--- src/include/decode_opcodes.svh ---
`ifndef DECODE_OPCODES_SVH
`define DECODE_OPCODES_SVH

// 1RI20 major opcodes, instr[31:25]
`define EXE_LU12I_W   7'b0001010
`define EXE_PCADDI    7'b0001100
`define EXE_PCADDU12I 7'b0001110

// 2RI12 major opcodes, instr[31:22]

// alu immediate group
`define EXE_SLTI      10'b0000001000
`define EXE_SLTUI     10'b0000001001
`define EXE_ADDI_W    10'b0000001010
`define EXE_ANDI      10'b0000001101
`define EXE_ORI       10'b0000001110
`define EXE_XORI      10'b0000001111

// word load and store
`define EXE_LD_W      10'b0010100010
`define EXE_ST_W      10'b0010100110

`endif

--- src/rtl/decode_pkg.sv ---
package decode_pkg;

    // operation handed to the alu
    typedef enum logic [3:0] {
        ALU_NOP   = 4'd0,
        ALU_LUI   = 4'd1,
        ALU_PCADD = 4'd2,
        ALU_ADD   = 4'd3,
        ALU_SLT   = 4'd4,
        ALU_SLTU  = 4'd5,
        ALU_AND   = 4'd6,
        ALU_OR    = 4'd7,
        ALU_XOR   = 4'd8
    } aluop_e;

    // result class, picks the writeback source
    typedef enum logic [2:0] {
        SEL_NOP   = 3'd0,
        SEL_MOVE  = 3'd1,
        SEL_ARITH = 3'd2,
        SEL_LOGIC = 3'd3,
        SEL_MEM   = 3'd4
    } alusel_e;

    // {op7, imm20, rd}
    typedef struct packed {
        logic [6:0]  op7;
        logic [19:0] imm20;
        logic [4:0]  rd;
    } ri20_fmt_t;

    // {op10, imm12, rj, rd}
    typedef struct packed {
        logic [9:0]  op10;
        logic [11:0] imm12;
        logic [4:0]  rj;
        logic [4:0]  rd;
    } ri12_fmt_t;

    // same 32-bit word, read through either format
    typedef union packed {
        ri20_fmt_t ri20;
        ri12_fmt_t ri12;
    } instr_word_u;

    typedef struct packed {
        logic        valid;
        logic [31:0] pc;
        aluop_e      aluop;
        alusel_e     alusel;
        logic        use_imm;
        logic [31:0] imm;
        logic        reg_read_valid;
        logic [4:0]  rj;
        logic        reg_write_valid;
        logic [4:0]  rd;
        logic        mem_load;
        logic        mem_store;
    } decode_result_t;

endpackage

--- src/rtl/decode_if.sv ---
`timescale 1ns/1ps

// one lane's result path into the collector
interface decode_if import decode_pkg::*; ();

    logic           res_valid;
    decode_result_t res;

    // one pulse per entry popped from this lane's collector fifo
    logic           credit_ret;

    modport lane_mp (
        output res_valid,
        output res
    );

    modport coll_mp (
        input  res_valid,
        input  res,
        output credit_ret
    );

    // dispatcher only watches the returned credits
    modport disp_mp (
        input  credit_ret
    );

endinterface

--- src/rtl/decoder_1ri20.sv ---
`timescale 1ns/1ps
`include "decode_opcodes.svh"

module decoder_1ri20 import decode_pkg::*; (
    input  instr_word_u    instr_i,
    output decode_result_t result_o
);

    logic [19:0] imm20;
    logic        hit;

    assign imm20 = instr_i.ri20.imm20;

    always_comb begin
        result_o = '0;
        hit      = 1'b1;
        case (instr_i.ri20.op7)
            `EXE_LU12I_W: begin
                result_o.aluop = ALU_LUI;
                result_o.imm   = {imm20, 12'b0};
            end
            `EXE_PCADDI: begin
                // word offset, sign extended
                result_o.aluop = ALU_PCADD;
                result_o.imm   = {{10{imm20[19]}}, imm20, 2'b0};
            end
            `EXE_PCADDU12I: begin
                result_o.aluop = ALU_PCADD;
                result_o.imm   = {imm20, 12'b0};
            end
            default: begin
                hit = 1'b0;
            end
        endcase

        // shared by all three: move class, write rd, no source reg
        if (hit) begin
            result_o.valid           = 1'b1;
            result_o.alusel          = SEL_MOVE;
            result_o.use_imm         = 1'b1;
            result_o.reg_write_valid = 1'b1;
            result_o.rd              = instr_i.ri20.rd;
        end
    end

endmodule

--- src/rtl/decoder_2ri12.sv ---
`timescale 1ns/1ps
`include "decode_opcodes.svh"

module decoder_2ri12 import decode_pkg::*; (
    input  instr_word_u    instr_i,
    output decode_result_t result_o
);

    logic [11:0] imm12;
    logic        hit;
    logic        sext;
    logic        is_store;
    logic        is_load;
    aluop_e      aluop;
    alusel_e     alusel;

    assign imm12 = instr_i.ri12.imm12;

    always_comb begin
        hit      = 1'b1;
        sext     = 1'b1;
        is_store = 1'b0;
        is_load  = 1'b0;
        aluop    = ALU_NOP;
        alusel   = SEL_NOP;
        case (instr_i.ri12.op10)
            `EXE_ADDI_W: begin
                aluop  = ALU_ADD;
                alusel = SEL_ARITH;
            end
            `EXE_SLTI: begin
                aluop  = ALU_SLT;
                alusel = SEL_ARITH;
            end
            `EXE_SLTUI: begin
                // compare is unsigned, the immediate is still sign extended
                aluop  = ALU_SLTU;
                alusel = SEL_ARITH;
            end
            `EXE_ANDI: begin
                aluop  = ALU_AND;
                alusel = SEL_LOGIC;
                sext   = 1'b0;
            end
            `EXE_ORI: begin
                aluop  = ALU_OR;
                alusel = SEL_LOGIC;
                sext   = 1'b0;
            end
            `EXE_XORI: begin
                aluop  = ALU_XOR;
                alusel = SEL_LOGIC;
                sext   = 1'b0;
            end
            `EXE_LD_W: begin
                // address = rj + offset
                aluop   = ALU_ADD;
                alusel  = SEL_MEM;
                is_load = 1'b1;
            end
            `EXE_ST_W: begin
                aluop    = ALU_ADD;
                alusel   = SEL_MEM;
                is_store = 1'b1;
            end
            default: begin
                hit = 1'b0;
            end
        endcase

        result_o = '0;
        if (hit) begin
            result_o.valid           = 1'b1;
            result_o.aluop           = aluop;
            result_o.alusel          = alusel;
            result_o.use_imm         = 1'b1;
            result_o.imm             = sext ? {{20{imm12[11]}}, imm12} : {20'b0, imm12};
            result_o.reg_read_valid  = 1'b1;
            result_o.rj              = instr_i.ri12.rj;
            // for st.w rd names the store data, nothing is written back
            result_o.reg_write_valid = !is_store;
            result_o.rd              = instr_i.ri12.rd;
            result_o.mem_load        = is_load;
            result_o.mem_store       = is_store;
        end
    end

endmodule

--- src/rtl/decode_lane.sv ---
`timescale 1ns/1ps

module decode_lane import decode_pkg::*; (
    input  logic        clk,
    input  logic        rst_i,
    input  logic        valid_i,
    input  instr_word_u instr_i,
    input  logic [31:0] pc_i,
    decode_if.lane_mp   res
);

    decode_result_t ri20_res;
    decode_result_t ri12_res;
    decode_result_t merged;

    decoder_1ri20 u_dec_1ri20 (
        .instr_i  (instr_i),
        .result_o (ri20_res)
    );

    decoder_2ri12 u_dec_2ri12 (
        .instr_i  (instr_i),
        .result_o (ri12_res)
    );

    // opcode spaces do not overlap, at most one side hits
    always_comb begin
        if (ri20_res.valid) begin
            merged = ri20_res;
        end else if (ri12_res.valid) begin
            merged = ri12_res;
        end else begin
            merged = '0;
        end
        // pc travels even with an illegal opcode
        merged.pc = pc_i;
    end

    always_ff @(posedge clk) begin
        if (rst_i) begin
            res.res_valid <= 1'b0;
        end else begin
            res.res_valid <= valid_i;
        end
    end

    always_ff @(posedge clk) begin
        if (valid_i) begin
            res.res <= merged;
        end
    end

endmodule

--- src/rtl/instr_dispatcher.sv ---
`timescale 1ns/1ps

module instr_dispatcher #(
    parameter int LANE_NUM        = 2,
    parameter int LANE_FIFO_DEPTH = 2,
    parameter int IN_DEPTH        = 4
) (
    input  logic                       clk,
    input  logic                       rst_i,
    input  logic                       in_valid_i,
    input  logic [31:0]                in_instr_i,
    input  logic [31:0]                in_pc_i,
    output logic                       in_credit_o,
    output logic [LANE_NUM-1:0]        lane_valid_o,
    output logic [LANE_NUM-1:0][31:0]  lane_instr_o,
    output logic [LANE_NUM-1:0][31:0]  lane_pc_o,
    decode_if.disp_mp                  crd [LANE_NUM]
);

    localparam int PW = (IN_DEPTH > 1) ? $clog2(IN_DEPTH) : 1;
    localparam int CW = $clog2(IN_DEPTH + 1);
    localparam int LW = (LANE_NUM > 1) ? $clog2(LANE_NUM) : 1;
    localparam int KW = $clog2(LANE_FIFO_DEPTH + 1);

    logic [31:0]         fifo_instr [IN_DEPTH];
    logic [31:0]         fifo_pc [IN_DEPTH];
    logic [PW-1:0]       wr_ptr;
    logic [PW-1:0]       rd_ptr;
    logic [CW-1:0]       count;
    logic [LW-1:0]       rr_ptr;
    logic [KW-1:0]       lane_cnt [LANE_NUM];
    logic [LANE_NUM-1:0] credit_ret;
    logic                pop;

    for (genvar i = 0; i < LANE_NUM; i++) begin : g_crd
        assign credit_ret[i] = crd[i].credit_ret;
    end

    // head goes out only when the next lane in turn has room
    assign pop         = (count != '0) && (lane_cnt[rr_ptr] != '0);
    assign in_credit_o = pop;

    always_comb begin
        for (int l = 0; l < LANE_NUM; l++) begin
            lane_valid_o[l] = pop && (rr_ptr == LW'(l));
            lane_instr_o[l] = fifo_instr[rd_ptr];
            lane_pc_o[l]    = fifo_pc[rd_ptr];
        end
    end

    always_ff @(posedge clk) begin
        if (in_valid_i) begin
            fifo_instr[wr_ptr] <= in_instr_i;
            fifo_pc[wr_ptr]    <= in_pc_i;
        end
    end

    always_ff @(posedge clk) begin
        if (rst_i) begin
            wr_ptr <= '0;
            rd_ptr <= '0;
            count  <= '0;
            rr_ptr <= '0;
        end else begin
            // upstream holds a credit for every push, so no full check
            if (in_valid_i) begin
                wr_ptr <= (wr_ptr == PW'(IN_DEPTH - 1)) ? '0 : wr_ptr + 1'b1;
            end
            if (pop) begin
                rd_ptr <= (rd_ptr == PW'(IN_DEPTH - 1)) ? '0 : rd_ptr + 1'b1;
                rr_ptr <= (rr_ptr == LW'(LANE_NUM - 1)) ? '0 : rr_ptr + 1'b1;
            end
            count <= count + CW'(in_valid_i) - CW'(pop);
        end
    end

    // one credit per free collector slot of each lane
    always_ff @(posedge clk) begin
        for (int l = 0; l < LANE_NUM; l++) begin
            if (rst_i) begin
                lane_cnt[l] <= KW'(LANE_FIFO_DEPTH);
            end else begin
                lane_cnt[l] <= lane_cnt[l] - KW'(lane_valid_o[l]) + KW'(credit_ret[l]);
            end
        end
    end

endmodule

--- src/rtl/decode_collector.sv ---
`timescale 1ns/1ps

module decode_collector import decode_pkg::*; #(
    parameter int LANE_NUM        = 2,
    parameter int LANE_FIFO_DEPTH = 2,
    parameter int OUT_CREDITS     = 4
) (
    input  logic           clk,
    input  logic           rst_i,
    decode_if.coll_mp      res [LANE_NUM],
    input  logic           out_credit_i,
    output logic           out_valid_o,
    output decode_result_t out_result_o
);

    localparam int PW = (LANE_FIFO_DEPTH > 1) ? $clog2(LANE_FIFO_DEPTH) : 1;
    localparam int CW = $clog2(LANE_FIFO_DEPTH + 1);
    localparam int LW = (LANE_NUM > 1) ? $clog2(LANE_NUM) : 1;
    localparam int OW = $clog2(OUT_CREDITS + 1);

    decode_result_t      mem [LANE_NUM][LANE_FIFO_DEPTH];
    decode_result_t      push_data [LANE_NUM];
    logic [PW-1:0]       wr_ptr [LANE_NUM];
    logic [PW-1:0]       rd_ptr [LANE_NUM];
    logic [CW-1:0]       count [LANE_NUM];
    logic [LANE_NUM-1:0] push;
    logic [LANE_NUM-1:0] pop;
    logic [LW-1:0]       rr_ptr;
    logic [OW-1:0]       out_cnt;

    for (genvar i = 0; i < LANE_NUM; i++) begin : g_lane_port
        assign push[i]           = res[i].res_valid;
        assign push_data[i]      = res[i].res;
        assign res[i].credit_ret = pop[i];
    end

    // same lane order as the dispatcher restores program order
    assign out_valid_o  = (count[rr_ptr] != '0) && (out_cnt != '0);
    assign out_result_o = mem[rr_ptr][rd_ptr[rr_ptr]];

    always_comb begin
        for (int l = 0; l < LANE_NUM; l++) begin
            pop[l] = out_valid_o && (rr_ptr == LW'(l));
        end
    end

    always_ff @(posedge clk) begin
        for (int l = 0; l < LANE_NUM; l++) begin
            if (push[l]) begin
                mem[l][wr_ptr[l]] <= push_data[l];
            end
        end
    end

    always_ff @(posedge clk) begin
        for (int l = 0; l < LANE_NUM; l++) begin
            if (rst_i) begin
                wr_ptr[l] <= '0;
                rd_ptr[l] <= '0;
                count[l]  <= '0;
            end else begin
                if (push[l]) begin
                    wr_ptr[l] <= (wr_ptr[l] == PW'(LANE_FIFO_DEPTH - 1)) ? '0 : wr_ptr[l] + 1'b1;
                end
                if (pop[l]) begin
                    rd_ptr[l] <= (rd_ptr[l] == PW'(LANE_FIFO_DEPTH - 1)) ? '0 : rd_ptr[l] + 1'b1;
                end
                count[l] <= count[l] + CW'(push[l]) - CW'(pop[l]);
            end
        end
    end

    always_ff @(posedge clk) begin
        if (rst_i) begin
            rr_ptr  <= '0;
            out_cnt <= OW'(OUT_CREDITS);
        end else begin
            if (out_valid_o) begin
                rr_ptr <= (rr_ptr == LW'(LANE_NUM - 1)) ? '0 : rr_ptr + 1'b1;
            end
            // spend one per result sent, regain one per returned credit
            out_cnt <= out_cnt - OW'(out_valid_o) + OW'(out_credit_i);
        end
    end

endmodule

--- src/rtl/decode_stage_top.sv ---
`timescale 1ns/1ps

module decode_stage_top import decode_pkg::*; #(
    parameter int LANE_NUM        = 2,
    parameter int LANE_FIFO_DEPTH = 2,
    parameter int IN_DEPTH        = 4,
    parameter int OUT_CREDITS     = 4
) (
    input  logic        clk,
    input  logic        rst_i,
    input  logic        in_valid_i,
    input  logic [31:0] in_instr_i,
    input  logic [31:0] in_pc_i,
    input  logic        out_credit_i,
    output logic        in_credit_o,
    output logic        out_valid_o,
    output logic [31:0] out_pc_o,
    output logic        out_decode_valid_o,
    output logic [3:0]  out_aluop_o,
    output logic [2:0]  out_alusel_o,
    output logic        out_use_imm_o,
    output logic [31:0] out_imm_o,
    output logic        out_reg_read_o,
    output logic [4:0]  out_rj_o,
    output logic        out_reg_write_o,
    output logic [4:0]  out_rd_o,
    output logic        out_mem_load_o,
    output logic        out_mem_store_o
);

    logic [LANE_NUM-1:0]       lane_valid;
    logic [LANE_NUM-1:0][31:0] lane_instr;
    logic [LANE_NUM-1:0][31:0] lane_pc;
    decode_result_t            out_result;

    decode_if lane_if [LANE_NUM] ();

    instr_dispatcher #(
        .LANE_NUM        (LANE_NUM),
        .LANE_FIFO_DEPTH (LANE_FIFO_DEPTH),
        .IN_DEPTH        (IN_DEPTH)
    ) u_dispatcher (
        .clk          (clk),
        .rst_i        (rst_i),
        .in_valid_i   (in_valid_i),
        .in_instr_i   (in_instr_i),
        .in_pc_i      (in_pc_i),
        .in_credit_o  (in_credit_o),
        .lane_valid_o (lane_valid),
        .lane_instr_o (lane_instr),
        .lane_pc_o    (lane_pc),
        .crd          (lane_if)
    );

    for (genvar g = 0; g < LANE_NUM; g++) begin : g_lane
        decode_lane u_lane (
            .clk     (clk),
            .rst_i   (rst_i),
            .valid_i (lane_valid[g]),
            .instr_i (lane_instr[g]),
            .pc_i    (lane_pc[g]),
            .res     (lane_if[g])
        );
    end

    decode_collector #(
        .LANE_NUM        (LANE_NUM),
        .LANE_FIFO_DEPTH (LANE_FIFO_DEPTH),
        .OUT_CREDITS     (OUT_CREDITS)
    ) u_collector (
        .clk          (clk),
        .rst_i        (rst_i),
        .res          (lane_if),
        .out_credit_i (out_credit_i),
        .out_valid_o  (out_valid_o),
        .out_result_o (out_result)
    );

    // flatten the result record onto the top-level ports
    assign out_pc_o           = out_result.pc;
    assign out_decode_valid_o = out_result.valid;
    assign out_aluop_o        = out_result.aluop;
    assign out_alusel_o       = out_result.alusel;
    assign out_use_imm_o      = out_result.use_imm;
    assign out_imm_o          = out_result.imm;
    assign out_reg_read_o     = out_result.reg_read_valid;
    assign out_rj_o           = out_result.rj;
    assign out_reg_write_o    = out_result.reg_write_valid;
    assign out_rd_o           = out_result.rd;
    assign out_mem_load_o     = out_result.mem_load;
    assign out_mem_store_o    = out_result.mem_store;

endmodule

--- config.mk ---
export PLATFORM = sky130hd
export DESIGN_NAME = decode_stage_top
export DESIGN_NICKNAME = d
export VERILOG_FILES = /design/src/rtl/decode_pkg.sv /design/src/rtl/decode_if.sv /design/src/rtl/decoder_1ri20.sv /design/src/rtl/decoder_2ri12.sv /design/src/rtl/decode_lane.sv /design/src/rtl/instr_dispatcher.sv /design/src/rtl/decode_collector.sv /design/src/rtl/decode_stage_top.sv
export VERILOG_INCLUDE_DIRS = /design/src /design/src/include
export SDC_FILE = /design/constraint.sdc
export NUM_CORES = 1
export LEC_CHECK = 0
export BUFFER_PORTS_ARGS = -buffer_cell sky130_fd_sc_hd__buf_2
export CELL_PAD_IN_SITES_DETAIL_PLACEMENT = 1
export CELL_PAD_IN_SITES_GLOBAL_PLACEMENT = 1
export CORE_MARGIN = 1.5
export CORE_UTILIZATION = 57
export DETAILED_ROUTE_END_ITERATION = 8
export HOLD_SLACK_MARGIN = 0.03
export PLACE_DENSITY = 0.86
export SETUP_SLACK_MARGIN = 0.02
export SYNTH_ARGS = -nofsm -noshare
export SYNTH_HDL_FRONTEND = slang
export SYNTH_SLANG_ARGS = --single-unit
export TNS_END_PERCENT = 20
--- constraint.sdc ---
create_clock -name clk -period 11.8 [get_ports clk]
set_input_delay 1.77 -clock clk [delete_from_list [all_inputs] [get_ports clk]]
set_output_delay 1.77 -clock clk [all_outputs]
set_load 0.01 [all_outputs]
# Word level (Yosys, flattened, before mapping)
# Memories as Yosys holds them, arrays and structs flattened. A register that Yosys moved wholly into a read port is not among the register bits.
# Cells that the tools add are included.
[word_totals]
input_bits = 68
output_inout_bits = 89
mem_bits_rw = 616
register_bits = 188
memories = 7
word_cells = 181
[classes]
magnitude_cmp = 5
addsub = 20
n_mux = 70
n_bitwise = 13
eq_ne = 13
n_reduce_logical = 21
[mem_list]
columns = ["memory", "words", "word_bits", "rd", "rd_ports_with_merged_regs", "write_ports", "line", "source"]
rows = [
  ["u_collector.mem", 2, 174, 1, 1, 2, "decode_collector.sv:21", "decode_result_t mem [LANE_NUM][LANE_FIFO_DEPTH];"],
  ["u_dispatcher.fifo_instr", 4, 32, 1, 1, 1, "instr_dispatcher.sv:25", "logic [31:0] fifo_instr [IN_DEPTH];"],
  ["u_dispatcher.fifo_pc", 4, 32, 1, 1, 1, "instr_dispatcher.sv:26", "logic [31:0] fifo_pc [IN_DEPTH];"],
  ["u_collector.count", 2, 2, 3, 1, 2, "decode_collector.sv:25", "logic [CW-1:0] count [LANE_NUM];"],
  ["u_dispatcher.lane_cnt", 2, 2, 3, 1, 2, "instr_dispatcher.sv:31", "logic [KW-1:0] lane_cnt [LANE_NUM];"],
  ["u_collector.rd_ptr", 2, 1, 3, 1, 2, "decode_collector.sv:24", "logic [PW-1:0] rd_ptr [LANE_NUM];"],
  ["+1 memories", "n/a", "n/a", "n/a", "n/a", "n/a", "n/a", ""],
]
[ops]
columns = ["cell", "count"]
rows = [
  ["$mux 87", 7],
  ["$mux 174", 2],
  ["$demux 87 s1", 2],
  ["$pmux 32 s2", 1],
  ["$eq 10x4->1 const B", 6],
  ["$mux 54", 1],
  ["$mux 1", 41],
  ["$mux 32", 1],
  ["$pmux 4 s6", 1],
  ["$mux 2", 11],
  ["$eq 7x4->1 const B", 3],
  ["$eq 10x8->1 const B", 2],
  ["$reduce_or 3->1", 4],
  ["$pmux 3 s3", 1],
  ["$add 2x1->2", 4],
  ["$logic_and 1x1->1", 8],
  ["$or 1x1->1", 8],
  ["$reduce_or 8->1", 1],
  ["$sub 2x1->2", 4],
  ["$add 1x1->1 const B", 6],
  ["$add 3x1->3", 2],
  ["$ge 2x2->1 const B", 3],
  ["$mux 6", 1],
  ["$not 1->2", 3],
  ["other kinds (10)", 19],
]

# Logic depth before layout (Yosys ltp)
[logic_depth]
ltp_word = 7
ltp_mapped = 10
depth_no_buf = 10

# By module
# Synthesis repeated with hierarchy kept, for this count alone.
[hier_totals]
cells_unflattened = 2125
hier_area_um2 = 34682.0
[modules_own_cells]
columns = ["mod", "n_inst", "area_each_um2", "seq_area_each_um2", "cells_per_inst"]
rows = [
  ["decode_collector", 1, 13907.1, 10750.3, 810],
  ["instr_dispatcher", 1, 10585.2, 7987.7, 479],
  ["decode_lane", 2, 3245.6, 2632.5, 159],
  ["decoder_1ri20", 2, 1043.5, 0.0, 144],
  ["decoder_2ri12", 2, 805.8, 0.0, 115],
]

# Least setup slack after synthesis
# OpenSTA, ideal clock, no wires.
[synth_timing]
path_kind = "register to register"
startpoint = "memory u_collector.wr_ptr[0] (netlist bit)"
endpoint = "memory u_collector.mem[0][100] (netlist bit) (enable)"
n_path_buf = 0
slack_ps = 7048
path_stages_with_launch = 2
t_required_ps = 11258
period_less_slack_ps = 4752
arrival_time_ps = 4210
setup_time_ps = 542
path_cell_list = "edfxtp_1 nor2b_1"
[synth_rtl]
columns = ["element", "line", "source"]
rows = [
  ["from (decl)", "decode_collector.sv:23", "logic [PW-1:0] wr_ptr [LANE_NUM];"],
  ["to (decl)", "decode_collector.sv:21", ""],
]

==> impl_metrics.csv <==
group,metric,value,unit
pwr,leakage,11.25,nW
clock_network,clock_latency,0.62,ns
place,io_buffers,156,
global_routing,grt_pass1_wl,109700,microns
sta,rsz0062_at_grt,"false",
clock_network,cts_buffers,77,
global_routing,antenna_found_initial,10,
routing,via_per_inst,6.263,
worst_hold_path,whs_path_depth,0,
finish,drive_gt1_share,22.25,%
routing,final_antenna_net_count,0,
global_routing,grt_pass1_vias,16620,
critical_path,critPathMaxFanout,97,
routing,drt_iter0_markers,1503,
yosys,ys_top_cells_by_area,"edfxtp_1 (79%), mux4_2 (4.8%), mux2i_1 (3.0%)",
clock_network,cts_max_level,3,
clock_network,clockBufferDepth,3,
pwr,vdd_drop_max,0.0001742,V
job,cap_violations,0,
yosys,async_flop_share,0,%
worst_hold_path,min_path_type,"reg -> reg",
worst_hold_path,holdPathEnd,"u_collector.mem[1][0]",
global_routing,grt_max_degree,98,
sta,finalCritPeriodShare,45.57,%
floorplan,die_w,231.1,microns
floorplan,core,51410,sq um
routing,drt_pass1_iterations,5,
global_routing,grt_usage,28.34,%
worst_hold_path,min_from,"g_lane[1].u_lane.res.res[0]",
clock_network,clk_pin_slew,0.07,ns
sta,worstMarginPinSlew,1.253,ns
finish,fin_area,33570,sq um
global_routing,grt_overflow,0,
critical_path,ff2ff_setup_slack,7.51,ns
clock_network,hold_buffers,0,
sta,fin_tns_setup,0,ns
clock_network,post_cts_buffers,0,
pwr,p_per_area,259.2,nW/um^2
place,hpwl,41260,microns
floorplan,initial_core_util,57.70,%
sta,fin_crit,5.377,ns
place,placed_area,31160,sq um
routing,wire_per_inst,30.47,microns
yosys,synthFlopType,"edfxtp_1",
critical_path,required,10.03,ns
finish,layout_commonest_cell,"edfxtp_1",
place,gp_congestion,0.7700,
yosys,ys_seq_area_share,80.32,%
sta,relSlewSlack,16.31,%
critical_path,worst_r2r_endpoint,"g_lane[0].u_lane.res.res[25]",
yosys,syn_inst,1512,
routing,drt_wl_total,74210,microns
critical_path,critPathKind,"reg -> out",
finish,fin_nets,1780,
clock_network,cts_tree,"done",
yosys,syn_nets,1603,
floorplan,rows,83,
floorplan,die_y,231.1,microns
floorplan,die-area,53410,sq um
sta,hold_violations,0,
routing,vias,15250,
outcome,status,"finished, final reports clean",
yosys,syn_avg_cell_area,19.62,sq um
yosys,netlist.area_leader.share,78.57,%
critical_path,crit_path_start_kind,"register",
clock_network,cts-root-buf,"clkbuf_16",
yosys,synth_seq_cells,802,
yosys,netlist_area,29660,sq um
sta,drv_slew,0,
critical_path,r2r_cells,7,
yosys,synth_top_cell_by_area,"edfxtp_1",
clock_network,cts_sinks,802,
routing,drc_errors,0,
sta,setup_viol,0,
sta,finalClockSkew,0.01847,ns
finish,final_cell_mix,"edfxtp_1 (776), buf_2 (156), nor2b_1 (98), a21oi_1 (98), mux2i_1 (90)",
yosys,ys_warn_count,0,
critical_path,cp.arrival,3.61,ns
yosys,synth_edf_count,776,
clock_network,cts_resized,0,
floorplan,num_io_pins,157,
critical_path,crit_path_end_kind,"output port",
finish,area_delta_synth_final,13.18,%
sta,fmax,0.1860,GHz
yosys,synth.distinct_cells,48,
## logic make-up (layout without fill, tap and decap cells)
| logic type | Yosys count | count (layout) | synth area share (%) |
|---|---|---|---|
| xor+xnor | 16 | 16 | 0.4725 |
| simple gates | 189 | 189 | 3.843 |
| fa+ha+maj | 23 | 23 | 1.021 |
| buf+inv | 99 | 331 | 1.413 |
| compound gates | 230 | 230 | 5.105 |
| flops | 802 | 802 | 80.32 |
| other cells | 0 | 11 | 0 |
| mux | 153 | 153 | 7.821 |
## flip-flops by register name (all words and copies together), names as in the netlist, named ones only
| signal | flops |
|---|---|
| u_collector.mem | 344 |
| g_lane.u_lane.res.res | 172 |
| u_dispatcher.fifo_instr | 128 |
| u_dispatcher.fifo_pc | 128 |
| u_collector.count | 4 |
| u_dispatcher.lane_cnt | 4 |
| u_collector.out_cnt | 3 |
| u_dispatcher.count | 3 |
| g_lane.u_lane.res.res_valid | 2 |
| u_collector.rd_ptr | 2 |
| u_collector.wr_ptr | 2 |
| u_dispatcher.rd_ptr | 2 |
| u_dispatcher.wr_ptr | 2 |
| u_collector.rr_ptr | 1 |
| u_dispatcher.rr_ptr | 1 |
## cells in the mapped netlist, drive strengths merged, types with 9 or more instances
cell type	instances
a22o	10
o21ai	14
and2	14
nand2	16
nor3	9
a211oi	89
nor2b	100
xnor2	9
a22oi	10
mux4	63
dfxtp	26
edfxtp	776
mux2i	90
nor2	22
clkbuf	49
inv	23
a21oi	98
ha	21
or2	10
buf	26
## how the worst max path moves through the flow
stage	slack [ns]	cells past startpoint	endpoint	from
floorplan	7.05	1	u_collector.mem[0][100]	u_collector.wr_ptr[0]
global placement	7.41	5	out_rd_o[2]	u_collector.rd_ptr[0]
detailed placement	7.20	6	out_pc_o[3]	u_collector.rd_ptr[0]
CTS	6.44	6	out_pc_o[2]	u_collector.rd_ptr[0]
global route	6.29	6	out_pc_o[2]	u_collector.rd_ptr[0]
finish	6.42	6	out_pc_o[20]	u_collector.rd_ptr[0]
## metal layers
layer | up-vias | wire length (microns) | GRT usage [%] | part of all wire [%]
met1 | 8010 | 28780 | 36.14 | 39
met3 | 165 | 4486 | 4.995 | 6.0
li1 | 6355 | - | - | -
met2 | 717 | 38420 | 48.09 | 52
met5 | - | 21 | 0 | 0.028
met4 | 4 | 2498 | 12.46 | 3.4
## critical path: stages (launching register included)
cell	delay, ns
edfxtp_1	0.32
buf_4	0.64
buf_4	1.02
nor2b_1	0.18
a211oi_1	0.39
a21oi_1	0.12
buf_2	0.23
## through the flow
stage                     instances  utilization [%]  power (W)  hold slack, ns  setup slack (ns)
after CTS                      2424            65.25   0.008713          0.4455             6.443
after global placement         2290            60.61   0.006049          0.4222             7.413
after global routing           2433            65.29   0.008979          0.4549             6.286
after floorplan                1512                -   0.005392          0.4215             7.048
after detailed placement       2290            60.61   0.006280          0.4315             7.198
final                          2435            65.30   0.008700          0.4452             6.423
## final cells by class
type | count | area, sq um
inverter | 24 | 91.34
antenna | 11 | 27.53
timing repair buffer | 173 | 908.4
clock inverter | 36 | 266.5
fill | 4304 | 17840
clock buffer | 98 | 2118
tap | 680 | 850.8
multi-input combinational | 611 | 5472
sequential | 802 | 23830
## power breakdown
part	switching [W]	internal [W]
logic	0.00136	0.000716
registers	0.000348	0.00389
clock network	0.00106	0.00134
No activity file was read; power rests on OpenSTA's default activity.
